[config.mk]
export PLATFORM = sky130hd
export DESIGN_NAME = wb_fifo_top
export DESIGN_NICKNAME = d
export VERILOG_FILES = /design/src/common/fifo_pkg.sv /design/src/hw/wb_fifo_top.sv /design/src/hw/wb_fifo_regs.sv /design/src/hw/fifo/fifo_store.sv /design/src/hw/fifo/fifo_ptrs.sv /design/src/hw/counter/wrap_counter.sv
export SDC_FILE = /design/constraint.sdc
export NUM_CORES = 1
export LEC_CHECK = 0
export BUFFER_PORTS_ARGS = -buffer_cell sky130_fd_sc_hd__buf_2
export CAP_MARGIN = 20
export CORE_MARGIN = 4
export CORE_UTILIZATION = 55
export DETAILED_ROUTE_END_ITERATION = 10
export HOLD_SLACK_MARGIN = 0.06
export PLACE_DENSITY = 0.75
export SLEW_MARGIN = 25
export SYNTH_ARGS = -nofsm -noshare
export SYNTH_HDL_FRONTEND = slang
export SYNTH_SLANG_ARGS = --single-unit
[constraint.sdc]
create_clock -name clk -period 4 [get_ports clk]
set_clock_uncertainty 0.2 [all_clocks]
set_input_delay 0.2 -clock clk [delete_from_list [all_inputs] [get_ports clk]]
set_output_delay 0.2 -clock clk [all_outputs]
set_load 0.005 [all_outputs]
[src/common/fifo_pkg.sv]
// FIFO package with sizes, register map, Wishbone bus structs and status layout
package fifo_pkg;

  // ----------------------------------------------------------------------
  // Sizes
  // ----------------------------------------------------------------------

  // Bus and FIFO word width
  localparam int data_width = 32;
  // Entry count, deliberately not a power of two
  localparam int fifo_depth = 12;
  // Pointers wrap after this value
  localparam int ptr_max = fifo_depth - 1;
  localparam int ptr_width = 4;
  // Occupancy runs 0 to fifo_depth
  localparam int cnt_width = 4;
  // Word address bits on the bus
  localparam int adr_width = 2;

  // ----------------------------------------------------------------------
  // Register map
  // ----------------------------------------------------------------------

  // Write pushes, read pops
  localparam logic [adr_width-1:0] adr_data = 2'd0;
  // Read-only status word
  localparam logic [adr_width-1:0] adr_status = 2'd1;
  // Bit 0 written as one flushes the FIFO
  localparam logic [adr_width-1:0] adr_ctrl = 2'd2;

  // ----------------------------------------------------------------------
  // Bus and status types
  // ----------------------------------------------------------------------

  // Master request, held until ack
  typedef struct packed {
    logic                  cyc;
    logic                  stb;
    logic                  we;
    logic [adr_width-1:0]  adr;
    logic [data_width-1:0] dat_w;
  } wb_req_t;

  // Slave response
  typedef struct packed {
    logic                  ack;
    logic [data_width-1:0] dat_r;
  } wb_rsp_t;

  // Status word, count in the low nibble
  typedef struct packed {
    logic [data_width-9:0] zero;
    logic                  underflow;
    logic                  overflow;
    logic                  full;
    logic                  empty;
    logic [cnt_width-1:0]  count;
  } fifo_status_t;

endpackage
[src/hw/wb_fifo_top.sv]
// Wishbone FIFO top, joins the bus slave, FIFO control and storage
`timescale 1ns/1ps

module wb_fifo_top (
  input  logic              clk,
  input  logic              rst,
  input  fifo_pkg::wb_req_t bus_req,
  output fifo_pkg::wb_rsp_t bus_rsp
);

  import fifo_pkg::*;

  // ----------------------------------------------------------------------
  // Internal wires
  // ----------------------------------------------------------------------

  logic                  push;
  logic                  pop;
  logic                  flush;
  logic [ptr_width-1:0]  wr_ptr;
  logic [ptr_width-1:0]  rd_ptr;
  logic [cnt_width-1:0]  count;
  logic                  full;
  logic                  empty;
  logic [data_width-1:0] wr_data;
  logic [data_width-1:0] rd_data;

  // Bus slave and sticky flags
  wb_fifo_regs i_regs (
    .clk    (clk),
    .rst    (rst),
    .bus_req(bus_req),
    .bus_rsp(bus_rsp),
    .push   (push),
    .pop    (pop),
    .flush  (flush),
    .rd_data(rd_data),
    .count  (count),
    .full   (full),
    .empty  (empty),
    .wr_data(wr_data)
  );

  // Pointers and occupancy
  fifo_ptrs i_ptrs (
    .clk   (clk),
    .rst   (rst),
    .push  (push),
    .pop   (pop),
    .flush (flush),
    .wr_ptr(wr_ptr),
    .rd_ptr(rd_ptr),
    .count (count),
    .full  (full),
    .empty (empty)
  );

  // Entry array
  fifo_store i_store (
    .clk    (clk),
    .push   (push),
    .wr_ptr (wr_ptr),
    .rd_ptr (rd_ptr),
    .wr_data(wr_data),
    .rd_data(rd_data)
  );

endmodule

[src/hw/wb_fifo_regs.sv]
// Wishbone FIFO registers, decodes the bus, acks, builds status and sticky errors
`timescale 1ns/1ps

module wb_fifo_regs (
  input  logic                            clk,
  input  logic                            rst,
  input  fifo_pkg::wb_req_t               bus_req,
  output fifo_pkg::wb_rsp_t               bus_rsp,
  // Strobes to FIFO control, high in the ack cycle only
  output logic                            push,
  output logic                            pop,
  output logic                            flush,
  // Head entry from storage
  input  logic [fifo_pkg::data_width-1:0] rd_data,
  input  logic [fifo_pkg::cnt_width-1:0]  count,
  input  logic                            full,
  input  logic                            empty,
  output logic [fifo_pkg::data_width-1:0] wr_data
);

  import fifo_pkg::*;

  logic                  ack;
  logic [data_width-1:0] dat_r;
  logic                  req_valid;
  logic                  ack_cycle;
  logic                  is_data;
  logic                  is_status;
  logic                  is_ctrl;
  logic                  overflow;
  logic                  underflow;
  fifo_status_t          status;

  // ----------------------------------------------------------------------
  // Decode
  // ----------------------------------------------------------------------

  assign req_valid = bus_req.cyc && bus_req.stb;
  // Master still holds the request while ack is up
  assign ack_cycle = ack && req_valid;

  assign is_data = bus_req.adr == adr_data;
  assign is_status = bus_req.adr == adr_status;
  assign is_ctrl = bus_req.adr == adr_ctrl;

  // Write data goes straight to storage
  assign wr_data = bus_req.dat_w;

  // Push dropped when full, pop dropped when empty
  assign push = ack_cycle && bus_req.we && is_data && !full;
  assign pop = ack_cycle && !bus_req.we && is_data && !empty;
  assign flush = ack_cycle && bus_req.we && is_ctrl && bus_req.dat_w[0];

  // ----------------------------------------------------------------------
  // Status word
  // ----------------------------------------------------------------------

  always_comb begin
    status = '0;
    status.count = count;
    status.empty = empty;
    status.full = full;
    status.overflow = overflow;
    status.underflow = underflow;
  end

  // ----------------------------------------------------------------------
  // Response
  // ----------------------------------------------------------------------

  // One-cycle ack on the first edge that sees the request
  // Read data is captured on the same edge
  always_ff @(posedge clk) begin
    if (rst) begin
      ack <= 1'b0;
      dat_r <= '0;
    end else begin
      ack <= req_valid && !ack;
      dat_r <= '0;
      if (req_valid && !ack && !bus_req.we) begin
        if (is_data && !empty) begin
          dat_r <= rd_data;
        end else if (is_status) begin
          dat_r <= status;
        end
      end
    end
  end

  assign bus_rsp.ack = ack;
  assign bus_rsp.dat_r = dat_r;

  // ----------------------------------------------------------------------
  // Sticky error flags
  // ----------------------------------------------------------------------

  // Set by a dropped access, cleared only by flush or reset
  always_ff @(posedge clk) begin
    if (rst || flush) begin
      overflow <= 1'b0;
      underflow <= 1'b0;
    end else if (ack_cycle && is_data) begin
      if (bus_req.we && full) begin
        overflow <= 1'b1;
      end
      if (!bus_req.we && empty) begin
        underflow <= 1'b1;
      end
    end
  end

endmodule

[src/hw/fifo/fifo_store.sv]
// FIFO storage, twelve word register array with one write and one read port
`timescale 1ns/1ps

module fifo_store (
  input  logic                            clk,
  // Write enable, already gated by full
  input  logic                            push,
  input  logic [fifo_pkg::ptr_width-1:0]  wr_ptr,
  input  logic [fifo_pkg::ptr_width-1:0]  rd_ptr,
  input  logic [fifo_pkg::data_width-1:0] wr_data,
  output logic [fifo_pkg::data_width-1:0] rd_data
);

  import fifo_pkg::*;

  // ----------------------------------------------------------------------
  // Entries
  // ----------------------------------------------------------------------

  // One word per slot, contents undefined until written
  logic [data_width-1:0] mem [fifo_depth];

  // ----------------------------------------------------------------------
  // Write port
  // ----------------------------------------------------------------------

  // Lands on the edge that ends the push cycle
  always_ff @(posedge clk) begin
    if (push) begin
      mem[wr_ptr] <= wr_data;
    end
  end

  // ----------------------------------------------------------------------
  // Read port
  // ----------------------------------------------------------------------

  // Head of queue, combinational
  // Pointers never pass ptr_max so the index stays in range
  assign rd_data = mem[rd_ptr];

endmodule

[src/hw/fifo/fifo_ptrs.sv]
// FIFO control, keeps write and read pointers and occupancy, flags full and empty
`timescale 1ns/1ps

module fifo_ptrs (
  input  logic                           clk,
  input  logic                           rst,
  // One-cycle strobes from the bus slave
  input  logic                           push,
  input  logic                           pop,
  input  logic                           flush,
  output logic [fifo_pkg::ptr_width-1:0] wr_ptr,
  output logic [fifo_pkg::ptr_width-1:0] rd_ptr,
  output logic [fifo_pkg::cnt_width-1:0] count,
  output logic                           full,
  output logic                           empty
);

  import fifo_pkg::*;

  // ----------------------------------------------------------------------
  // Pointers
  // ----------------------------------------------------------------------

  // Write pointer, one step per push, wraps 11 to 0
  wrap_counter #(
    .max_value  (ptr_max),
    .max_change (1),
    .enable_wrap(1'b1)
  ) i_wr_ptr (
    .clk       (clk),
    .rst       (rst),
    .reinit    (flush),
    .incr_valid(push),
    .incr      (1'b1),
    .decr_valid(1'b0),
    .decr      (1'b0),
    .value     (wr_ptr),
    .value_next()
  );

  // Read pointer, one step per pop
  wrap_counter #(
    .max_value  (ptr_max),
    .max_change (1),
    .enable_wrap(1'b1)
  ) i_rd_ptr (
    .clk       (clk),
    .rst       (rst),
    .reinit    (flush),
    .incr_valid(pop),
    .incr      (1'b1),
    .decr_valid(1'b0),
    .decr      (1'b0),
    .value     (rd_ptr),
    .value_next()
  );

  // ----------------------------------------------------------------------
  // Occupancy
  // ----------------------------------------------------------------------

  // Push adds and pop takes away in the same cycle
  // so both together leave the count as it is
  // The slave gates push by full and pop by empty, so no wrap
  wrap_counter #(
    .max_value  (fifo_depth),
    .max_change (1),
    .enable_wrap(1'b0)
  ) i_count (
    .clk       (clk),
    .rst       (rst),
    .reinit    (flush),
    .incr_valid(push),
    .incr      (1'b1),
    .decr_valid(pop),
    .decr      (1'b1),
    .value     (count),
    .value_next()
  );

  // ----------------------------------------------------------------------
  // Flags
  // ----------------------------------------------------------------------

  // Straight from the registered count
  assign full = count == cnt_width'(fifo_depth);
  assign empty = count == '0;

endmodule

[src/hw/counter/wrap_counter.sv]
// Wrap counter, up/down by a variable step with reinit and modulo wrap
`timescale 1ns/1ps

module wrap_counter #(
  // Largest value held, inclusive
  parameter int max_value = 1,
  // Largest step per cycle, inclusive
  parameter int max_change = 1,
  // Wrap around zero and max_value instead of saturating arithmetic
  parameter bit enable_wrap = 1,
  localparam int value_width = $clog2(max_value + 1),
  localparam int change_width = $clog2(max_change + 1)
) (
  input  logic                    clk,
  input  logic                    rst,
  // Restart at zero, a same-cycle change applies on top of it
  input  logic                    reinit,
  input  logic                    incr_valid,
  input  logic [change_width-1:0] incr,
  input  logic                    decr_valid,
  input  logic [change_width-1:0] decr,
  output logic [ value_width-1:0] value,
  output logic [ value_width-1:0] value_next
);

  // ----------------------------------------------------------------------
  // Derived constants
  // ----------------------------------------------------------------------

  localparam int max_value_p1 = max_value + 1;
  // Power-of-two moduli wrap for free in the bit width
  localparam bit is_pow2 = (max_value_p1 & (max_value_p1 - 1)) == 0;
  // Room for value plus one full step before correction
  localparam int temp_width = $clog2(max_value + max_change + 1);

  logic                    value_loaden;
  logic [ value_width-1:0] base_value;
  logic [change_width-1:0] incr_qual;
  logic [change_width-1:0] decr_qual;
  logic [  temp_width-1:0] value_temp_incr;
  logic [  temp_width-1:0] value_temp;

  // ----------------------------------------------------------------------
  // Raw sum
  // ----------------------------------------------------------------------

  // Reinit restarts from zero
  assign base_value = reinit ? '0 : value;

  // Drop steps that are not valid
  assign incr_qual = incr_valid ? incr : '0;
  assign decr_qual = decr_valid ? decr : '0;

  assign value_temp_incr = temp_width'(base_value) + temp_width'(incr_qual);
  // Underflow shows up as a large unsigned value
  assign value_temp = value_temp_incr - temp_width'(decr_qual);

  // Hold unless something asks for a change
  assign value_loaden = reinit || incr_valid || decr_valid;

  // ----------------------------------------------------------------------
  // Wrap correction
  // ----------------------------------------------------------------------

  if (is_pow2 || !enable_wrap) begin : gen_no_wrap
    // Truncation is the wrap, or no wrap can happen
    assign value_next = value_temp[value_width-1:0];
  end else begin : gen_wrap
    logic [temp_width-1:0] modulus;
    logic [temp_width-1:0] value_temp_wrapped;
    logic                  is_net_decr;
    logic                  will_wrap;
    logic                  will_underflow;
    logic                  will_overflow;

    assign modulus = temp_width'(max_value_p1);

    // Out of range either way means one modulus off
    assign is_net_decr = decr_qual > incr_qual;
    assign will_wrap = value_temp > temp_width'(max_value);
    assign will_underflow = will_wrap && is_net_decr;
    assign will_overflow = will_wrap && !is_net_decr;

    // Add back on underflow, take away on overflow
    always_comb begin
      if (will_underflow) begin
        value_temp_wrapped = value_temp + modulus;
      end else if (will_overflow) begin
        value_temp_wrapped = value_temp - modulus;
      end else begin
        value_temp_wrapped = value_temp;
      end
    end

    assign value_next = value_temp_wrapped[value_width-1:0];
  end

  // ----------------------------------------------------------------------
  // State
  // ----------------------------------------------------------------------

  // Loads only on reinit or a valid change
  always_ff @(posedge clk) begin
    if (rst) begin
      value <= '0;
    end else if (value_loaden) begin
      value <= value_next;
    end
  end

endmodule

# Yosys cells after proc, flatten, opt, wreduce, memory -nomap -nowiden
# Memory sizes are Yosys's and may differ from the RTL's. A register that Yosys moved wholly into a read port is not among the register bits.
# Index checks and enable logic that the tools add are counted.
[classes] addsub=8 mul=0 div=0 order_cmp=4 n_eq_ne=3 shifts=0 n_mux=14 bitwise=1 n_reduce_logical=35
[op_table] cell="$mux W4" count=9
[op_table] cell="$mux W32" count=1
[op_table] cell="$logic_and A1 B1 Y1" count=20
[op_table] cell="$add A4 B1 Y4" count=3
[op_table] cell="$add A4 B4 Y4 const B" count=2
[op_table] cell="$gt A4 B4 Y1 const B" count=2
[op_table] cell="$mux W8" count=1
[op_table] cell="$sub A4 B4 Y4 const B" count=2
[op_table] cell="$logic_not A1 Y1" count=6
[op_table] cell="$eq A4 B4 Y1 const B" count=1
[op_table] cell="$logic_not A4 Y1" count=1
[op_table] cell="$logic_or A1 B1 Y1" count=4
[op_table] cell="$reduce_and A2 Y1" count=2
[op_table] cell="$sub A4 B1 Y4" count=1
[op_table] cell="$mux W1" count=3
[op_table] cell="$eq A2 B1 Y1 const B" count=1
[op_table] cell="$eq A2 B2 Y1 const B" count=1
[op_table] cell="$gt A1 B1 Y1 const A" count=2
[op_table] cell="$logic_not A2 Y1" count=1
[op_table] cell="$reduce_or A2 Y1" count=1
[op_table] cell="$not A1 Y1" count=1
[totals] regBits=47 latch_bits=0 mem_bits_rw=384 rom_bits=0 wordCells=73 memories=1
[mem_list] memory="i_store.mem" words=12 word_bits=32 read_ports=1 rd_clocked_by_memory_dff=1 write_ports=1 line_no="fifo_store.sv:21" source="logic [data_width-1:0] mem [fifo_depth];"

# Logic depth before layout (Yosys ltp)
[depth] word_depth=13 mapped_depth=11 ltp_nobuf=10

# Modules after synthesis
# From an unflattened synthesis, not the netlist that was laid out.
[unflattened] hier_cells=903 hier_area_um2=17126.4
[by_module_without_submodules] mod="fifo_store" n_inst=1 cells_each=632 area_each_um2=14532.7
[by_module_without_submodules] mod="wb_fifo_regs" n_inst=1 cells_each=128 area_each_um2=1371.3
[by_module_without_submodules] mod="wrap_counter at i_ptrs.i_rd_ptr ..." n_inst=2 cells_each=47 area_each_um2=410.4
[by_module_without_submodules] mod="wrap_counter at i_ptrs.i_count" n_inst=1 cells_each=45 area_each_um2=369.1
[by_module_without_submodules] mod="fifo_ptrs" n_inst=1 cells_each=4 area_each_um2=32.5

# Worst setup path before layout
# No wires, ideal clock.
[synth_path] path_kind="register to register" from="register i_regs.ack" to="memory i_store.mem[0][0] (enable)" t_arrival_ns=3.346 required_ns=3.339 slack_ns=-0.007 stages_incl_launch_ff=5 path_cell_list="dfxtp_1 > and4_1 > nand3_1 > or3_1 > nor3_1"
[synth_between] elab_chain_len=6
[synth_lines] item="start: declaration" line_no="wb_fifo_regs.sv:23" source="logic ack;"
[synth_lines] item="start signal: assignment" line_no="wb_fifo_regs.sv:78" source="ack <= req_valid && !ack;"
[synth_lines] item="$logic_and A1 B1 Y1" line_no="wb_fifo_regs.sv:40" source="assign ack_cycle = ack && req_valid;"
[synth_lines] item="$logic_and A1 B1 Y1 (3 in series)" line_no="wb_fifo_regs.sv:50" source="assign push = ack_cycle && bus_req.we && is_data && !full;"
[synth_lines] item="$mux W1" line_no="fifo_store.sv:29" source="if (push) begin"
[synth_lines] item="$mux W1 (implied by the code)" line_no="fifo_store.sv:30" source="mem[wr_ptr] <= wr_data;"
[synth_lines] item="end: declaration" line_no="fifo_store.sv:21"
# No other way between the ends.

# Final worst setup path
[layout_path] from="register i_regs.ack" to="register i_ptrs.i_count.value[3]"
[layout_between] elab_chain_len=7
[layout_lines] item="$logic_and A1 B1 Y1 (*)" line_no="wb_fifo_regs.sv:40"
[layout_lines] item="$logic_and A1 B1 Y1" line_no="wb_fifo_regs.sv:50, wb_fifo_regs.sv:52"
[layout_lines] item="$logic_and A1 B1 Y1, on equally long branches (2 in series)" line_no="wb_fifo_regs.sv:52, wb_fifo_regs.sv:50"
[layout_lines] item="$mux W4 / $mux W1 (equally long branches)" line_no="wrap_counter.sv:48, wrap_counter.sv:51"
[layout_lines] item="$add A4 B1 Y4" line_no="wrap_counter.sv:54" source="assign value_temp_incr = temp_width'(base_value) + temp_width'(incr_qual);"
[layout_lines] item="$sub A4 B1 Y4" line_no="wrap_counter.sv:56" source="assign value_temp = value_temp_incr - temp_width'(decr_qual);"
[layout_lines] item="end signal: assignment" line_no="wrap_counter.sv:107" source="value <= value_next;"
[layout_lines] item="end: declaration" line_no="wrap_counter.sv:22" source="output logic [ value_width-1:0] value,"
# Mark *: on every way between the ends. The rest lies on a longest branch, timed or not.
# A chain may end at the register's enable or synchronous reset.

==> run summary <==
CP Class -> reg -> reg
Clock power share -> 44.6%
Die width -> 184 um
Worst setup EP type -> flop
Yosys reg bits -> 435
Final Hold Vio Count -> 0
Initial antenna violation count -> 1
Critical Path AT -> 3540 ps
I/O pins -> 72
CP max-delay cell -> nor4b_1
Worst slew margin -> 38.4%
Switching pwr -> 1680 uW
Unrepaired setup endpoints after global routing -> false
Power Density -> 460 mW/mm^2
Slew @ Worst Pin -> 911 ps
Mapped Avg Cell Area -> 17.1 sq um
WL final -> 34.8 mm
Upper clock frequency limit -> 299 MHz
Reg clk slew, reported paths -> 60 ps
Largest stage delay on the critical path -> 870 ps
Die area -> 0.0339 sq mm
Post-Place Cells -> 1431
Via/cell ratio -> 5.95
Setup ws final -> 653 ps
Reg power frac -> 54.1%
Initial Utilization -> 55.7%
Final Wtd Congestion -> 0.837
Fill cell count -> 2053
Gate power share -> 1.3%
Number of global-route vias before repair -> 9489
Max rail drop VDD -> 350 uV
Sequential area share after synthesis -> 73.7%
Place WS -> 787 ps
Hold/Removal Path Class -> reg -> reg
DR pass1 iterations -> 6
Max FO, Critical Path -> 6
Overall Power -> 9120 uW
Core area -> 0.0306 sq mm
Final period util -> 83.7%
Cell Area, Synth -> 0.0170 sq mm
Post-route non-filler standard cell count -> 1552
Synth cell types -> 53
Leakage -> 0.00629 uW
Synth Net Count -> 1044
Num rows -> 64
Outcome -> finished clean
Final net count -> 1170
Post-DP HPWL -> 19.7 mm
Worst-skew pair later-pin latency -> 530 ps
Pins Over Slew Limit -> 0
Post-synthesis cell count -> 996
Total GRT Usage -> 20.5%
Share of cells above drive strength 1 -> 24.5%
WP buf/inv -> 1
WP data required -> 4190 ps
Most used DFF post-synth -> edfxtp_1
Routed Antenna Nets -> 0
Area Growth Syn to Fin -> 16.4%
Largest net degree at the start of global routing -> 63
Number of synthesized flops with an enable pin -> 384
Via count -> 9235
DR WL/cell -> 22.4 um
Kind of cell adding the most delay to the critical path -> simple AND/OR/NAND/NOR gates
Max-cap viol count -> 0
Clock buffer depth -> 3
First-pass GRT wire length -> 54.0 mm
Minimum clock period -> 3350 ps
Crit-path cells -> nand3_1 -> nor4b_1 -> ha_1 -> inv_1 -> ha_1 -> a21o_1 -> a21oi_1 -> nor4b_1 -> a311oi_1 -> a31oi_1
PortBufs -> 71
Iter 0 DRT Violations -> 803
Synth warnings -> 0
Chip Height -> 184 um
Pint -> 7440 uW
Overflow after GRT -> 0
TritonCTS Sinks -> 435
Final Util -> 64.8%
Number of setup buffers added after CTS -> 0
CTS root buf -> clkbuf_16
TNS Setup -> 0 ps
CTS tree -> done
CTS Buf Count -> 43
Sw frac -> 18.4%
DRC -> 0
CTS H-tree lvls -> 2
# resized after CTS -> 0
Post-synthesis async set-or-reset flop share -> 0%
# setup viols final -> 0
Setup crit start kind -> flop
cell type report:
type	count	area [sq um]	share of cell area, %
inverter	6	22.5	0.114
sequential	435	12600	63.3
clock inverter	20	259	1.31
multi-input combinational	497	4260	21.5
clock buffer	58	1180	5.96
timing repair buffer	139	1050	5.27
antenna	1	2.50	0.0126
tap	396	495	2.50
per-layer routing:
| metal | vias up | wire length (um) | global-route usage (%) |
|---|---|---|---|
| met2 | 305 | 17800 | 35.4 |
| met4 | 0 | 1090 | 6.80 |
| met3 | 86 | 1570 | 2.83 |
| li1 | 4208 | - | - |
| met5 | - | 0 | 0 |
| met1 | 4636 | 14400 | 27.1 |
through the flow:
stage / hold slack, ps / instance area, sq um
CTS: 279 / 19800
global route: 307 / 19800
global placement: 257 / 18000
floorplan: 98.9 / 17000
finish: 281 / 19800
detailed placement: 264 / 18000
worst reg2reg max path: stages, from the launching register on:
cell and delay, ps:
dfxtp_1 420, nand3_1 300, nor4b_1 870, ha_1 290, inv_1 70, ha_1 270, a21o_1 170, a21oi_1 240
nor4b_1 90, a311oi_1 200, a31oi_1 100
power groups by stage:
stage / logic [uW] / registers [uW] / clock network (uW)
final: 120 / 4930 / 4060
after global routing: 131 / 4930 / 4340
after CTS: 117 / 4930 / 4140
after detailed placement: 84.8 / 5030 / 0
after global placement: 79.5 / 5030 / 0
after floorplan: 14.1 / 5030 / 0
path summary, 6_finish.rpt:
check | startpoint | to | slack, ps | depth (start not counted)
setup / recovery | i_regs.ack | i_ptrs.i_count.value[3] | 650 | 10
setup reg to reg | i_regs.ack | i_ptrs.i_count.value[3] | 650 | 10
hold reg to reg | i_regs.underflow | i_regs.underflow | 280 | 2
hold / removal | i_regs.underflow | i_regs.underflow | 280 | 2
cells in the mapped netlist, types with 2 or more instances:
cell | n | area share, %
nor3_1 | 14 | 0.41
dfxtp_1 | 51 | 6.0
a221oi_1 | 18 | 0.93
mux2i_1 | 70 | 4.1
o21ai_1 | 24 | 0.70
nand2b_1 | 6 | 0.22
xnor2_1 | 4 | 0.21
buf_4 | 8 | 0.35
edfxtp_1 | 384 | 68
clkbuf_1 | 24 | 0.53
a311oi_1 | 2 | 0.10
or3_1 | 2 | 0.073
o22ai_1 | 8 | 0.29
a21boi_0 | 24 | 1.1
nor2_1 | 29 | 0.64
a21oi_1 | 61 | 1.8
buf_2 | 17 | 0.50
nand3_1 | 6 | 0.18
o21bai_1 | 8 | 0.35
nor4b_1 | 3 | 0.15
ha_1 | 8 | 0.59
and2_1 | 4 | 0.15
nand2_1 | 22 | 0.48
mux4_2 | 32 | 4.2
a31oi_1 | 2 | 0.073
nand4b_1 | 4 | 0.21
buf_6 | 4 | 0.26
o21ai_0 | 47 | 1.4
a22oi_1 | 6 | 0.26
a21o_1 | 8 | 0.35
buf_1 | 5 | 0.11
mux2_2 | 64 | 4.2
o31ai_1 | 2 | 0.088
inv_1 | 6 | 0.13
repair_timing:
item | CTS | global route
hold endpoints to repair | 401 | 0
endpoints found under the setup margin | 0 | 0
hold buffers | 42 | 0
cell usage in the layout, fill, tap and decap left out, types with 7 or more instances in the layout:
cell type | Yosys | routed
o21ai_0 | 47 | 47
o21bai_1 | 8 | 8
clkbuf_16 | 0 | 43
nor2_4 | 0 | 10
edfxtp_1 | 384 | 384
buf_2 | 17 | 71
a21boi_0 | 24 | 24
o21ai_1 | 24 | 24
ha_1 | 8 | 8
a21o_1 | 8 | 8
nand2_1 | 22 | 22
a21oi_1 | 61 | 61
mux2i_1 | 70 | 70
nor3_1 | 14 | 12
mux2_2 | 64 | 64
dfxtp_1 | 51 | 47
nor2_1 | 29 | 19
dlygate4sd3_1 | 0 | 42
clkinv_2 | 0 | 7
clkbuf_1 | 24 | 10
mux4_2 | 32 | 32
a221oi_1 | 18 | 18
o22ai_1 | 8 | 8
buf_4 | 8 | 20
registers in the layout, indices dropped and copies added, names as in the netlist, named ones only:
register / count
i_store.mem: 384
i_regs.ack: 1
i_ptrs.i_wr_ptr.value: 4
i_ptrs.i_rd_ptr.value: 4
i_regs.dat_r: 32
i_ptrs.i_count.value: 4
i_regs.underflow: 1
i_regs.overflow: 1
logic make-up (layout without fill, tap and decap cells):
group | Yosys count | after routing | synth area share (%)
buffers and inverters | 64 | 223 | 1.89
muxes | 166 | 166 | 12.6
AOI/OAI and AO/OA | 215 | 215 | 7.74
other | 0 | 1 | 0
xor gates and xnor gates | 5 | 5 | 0.257
DFF | 435 | 435 | 73.7
adders and majority gates | 9 | 9 | 0.705
and+or+nand+nor | 102 | 102 | 3.17
No activity file was read; power rests on OpenSTA's default activity.
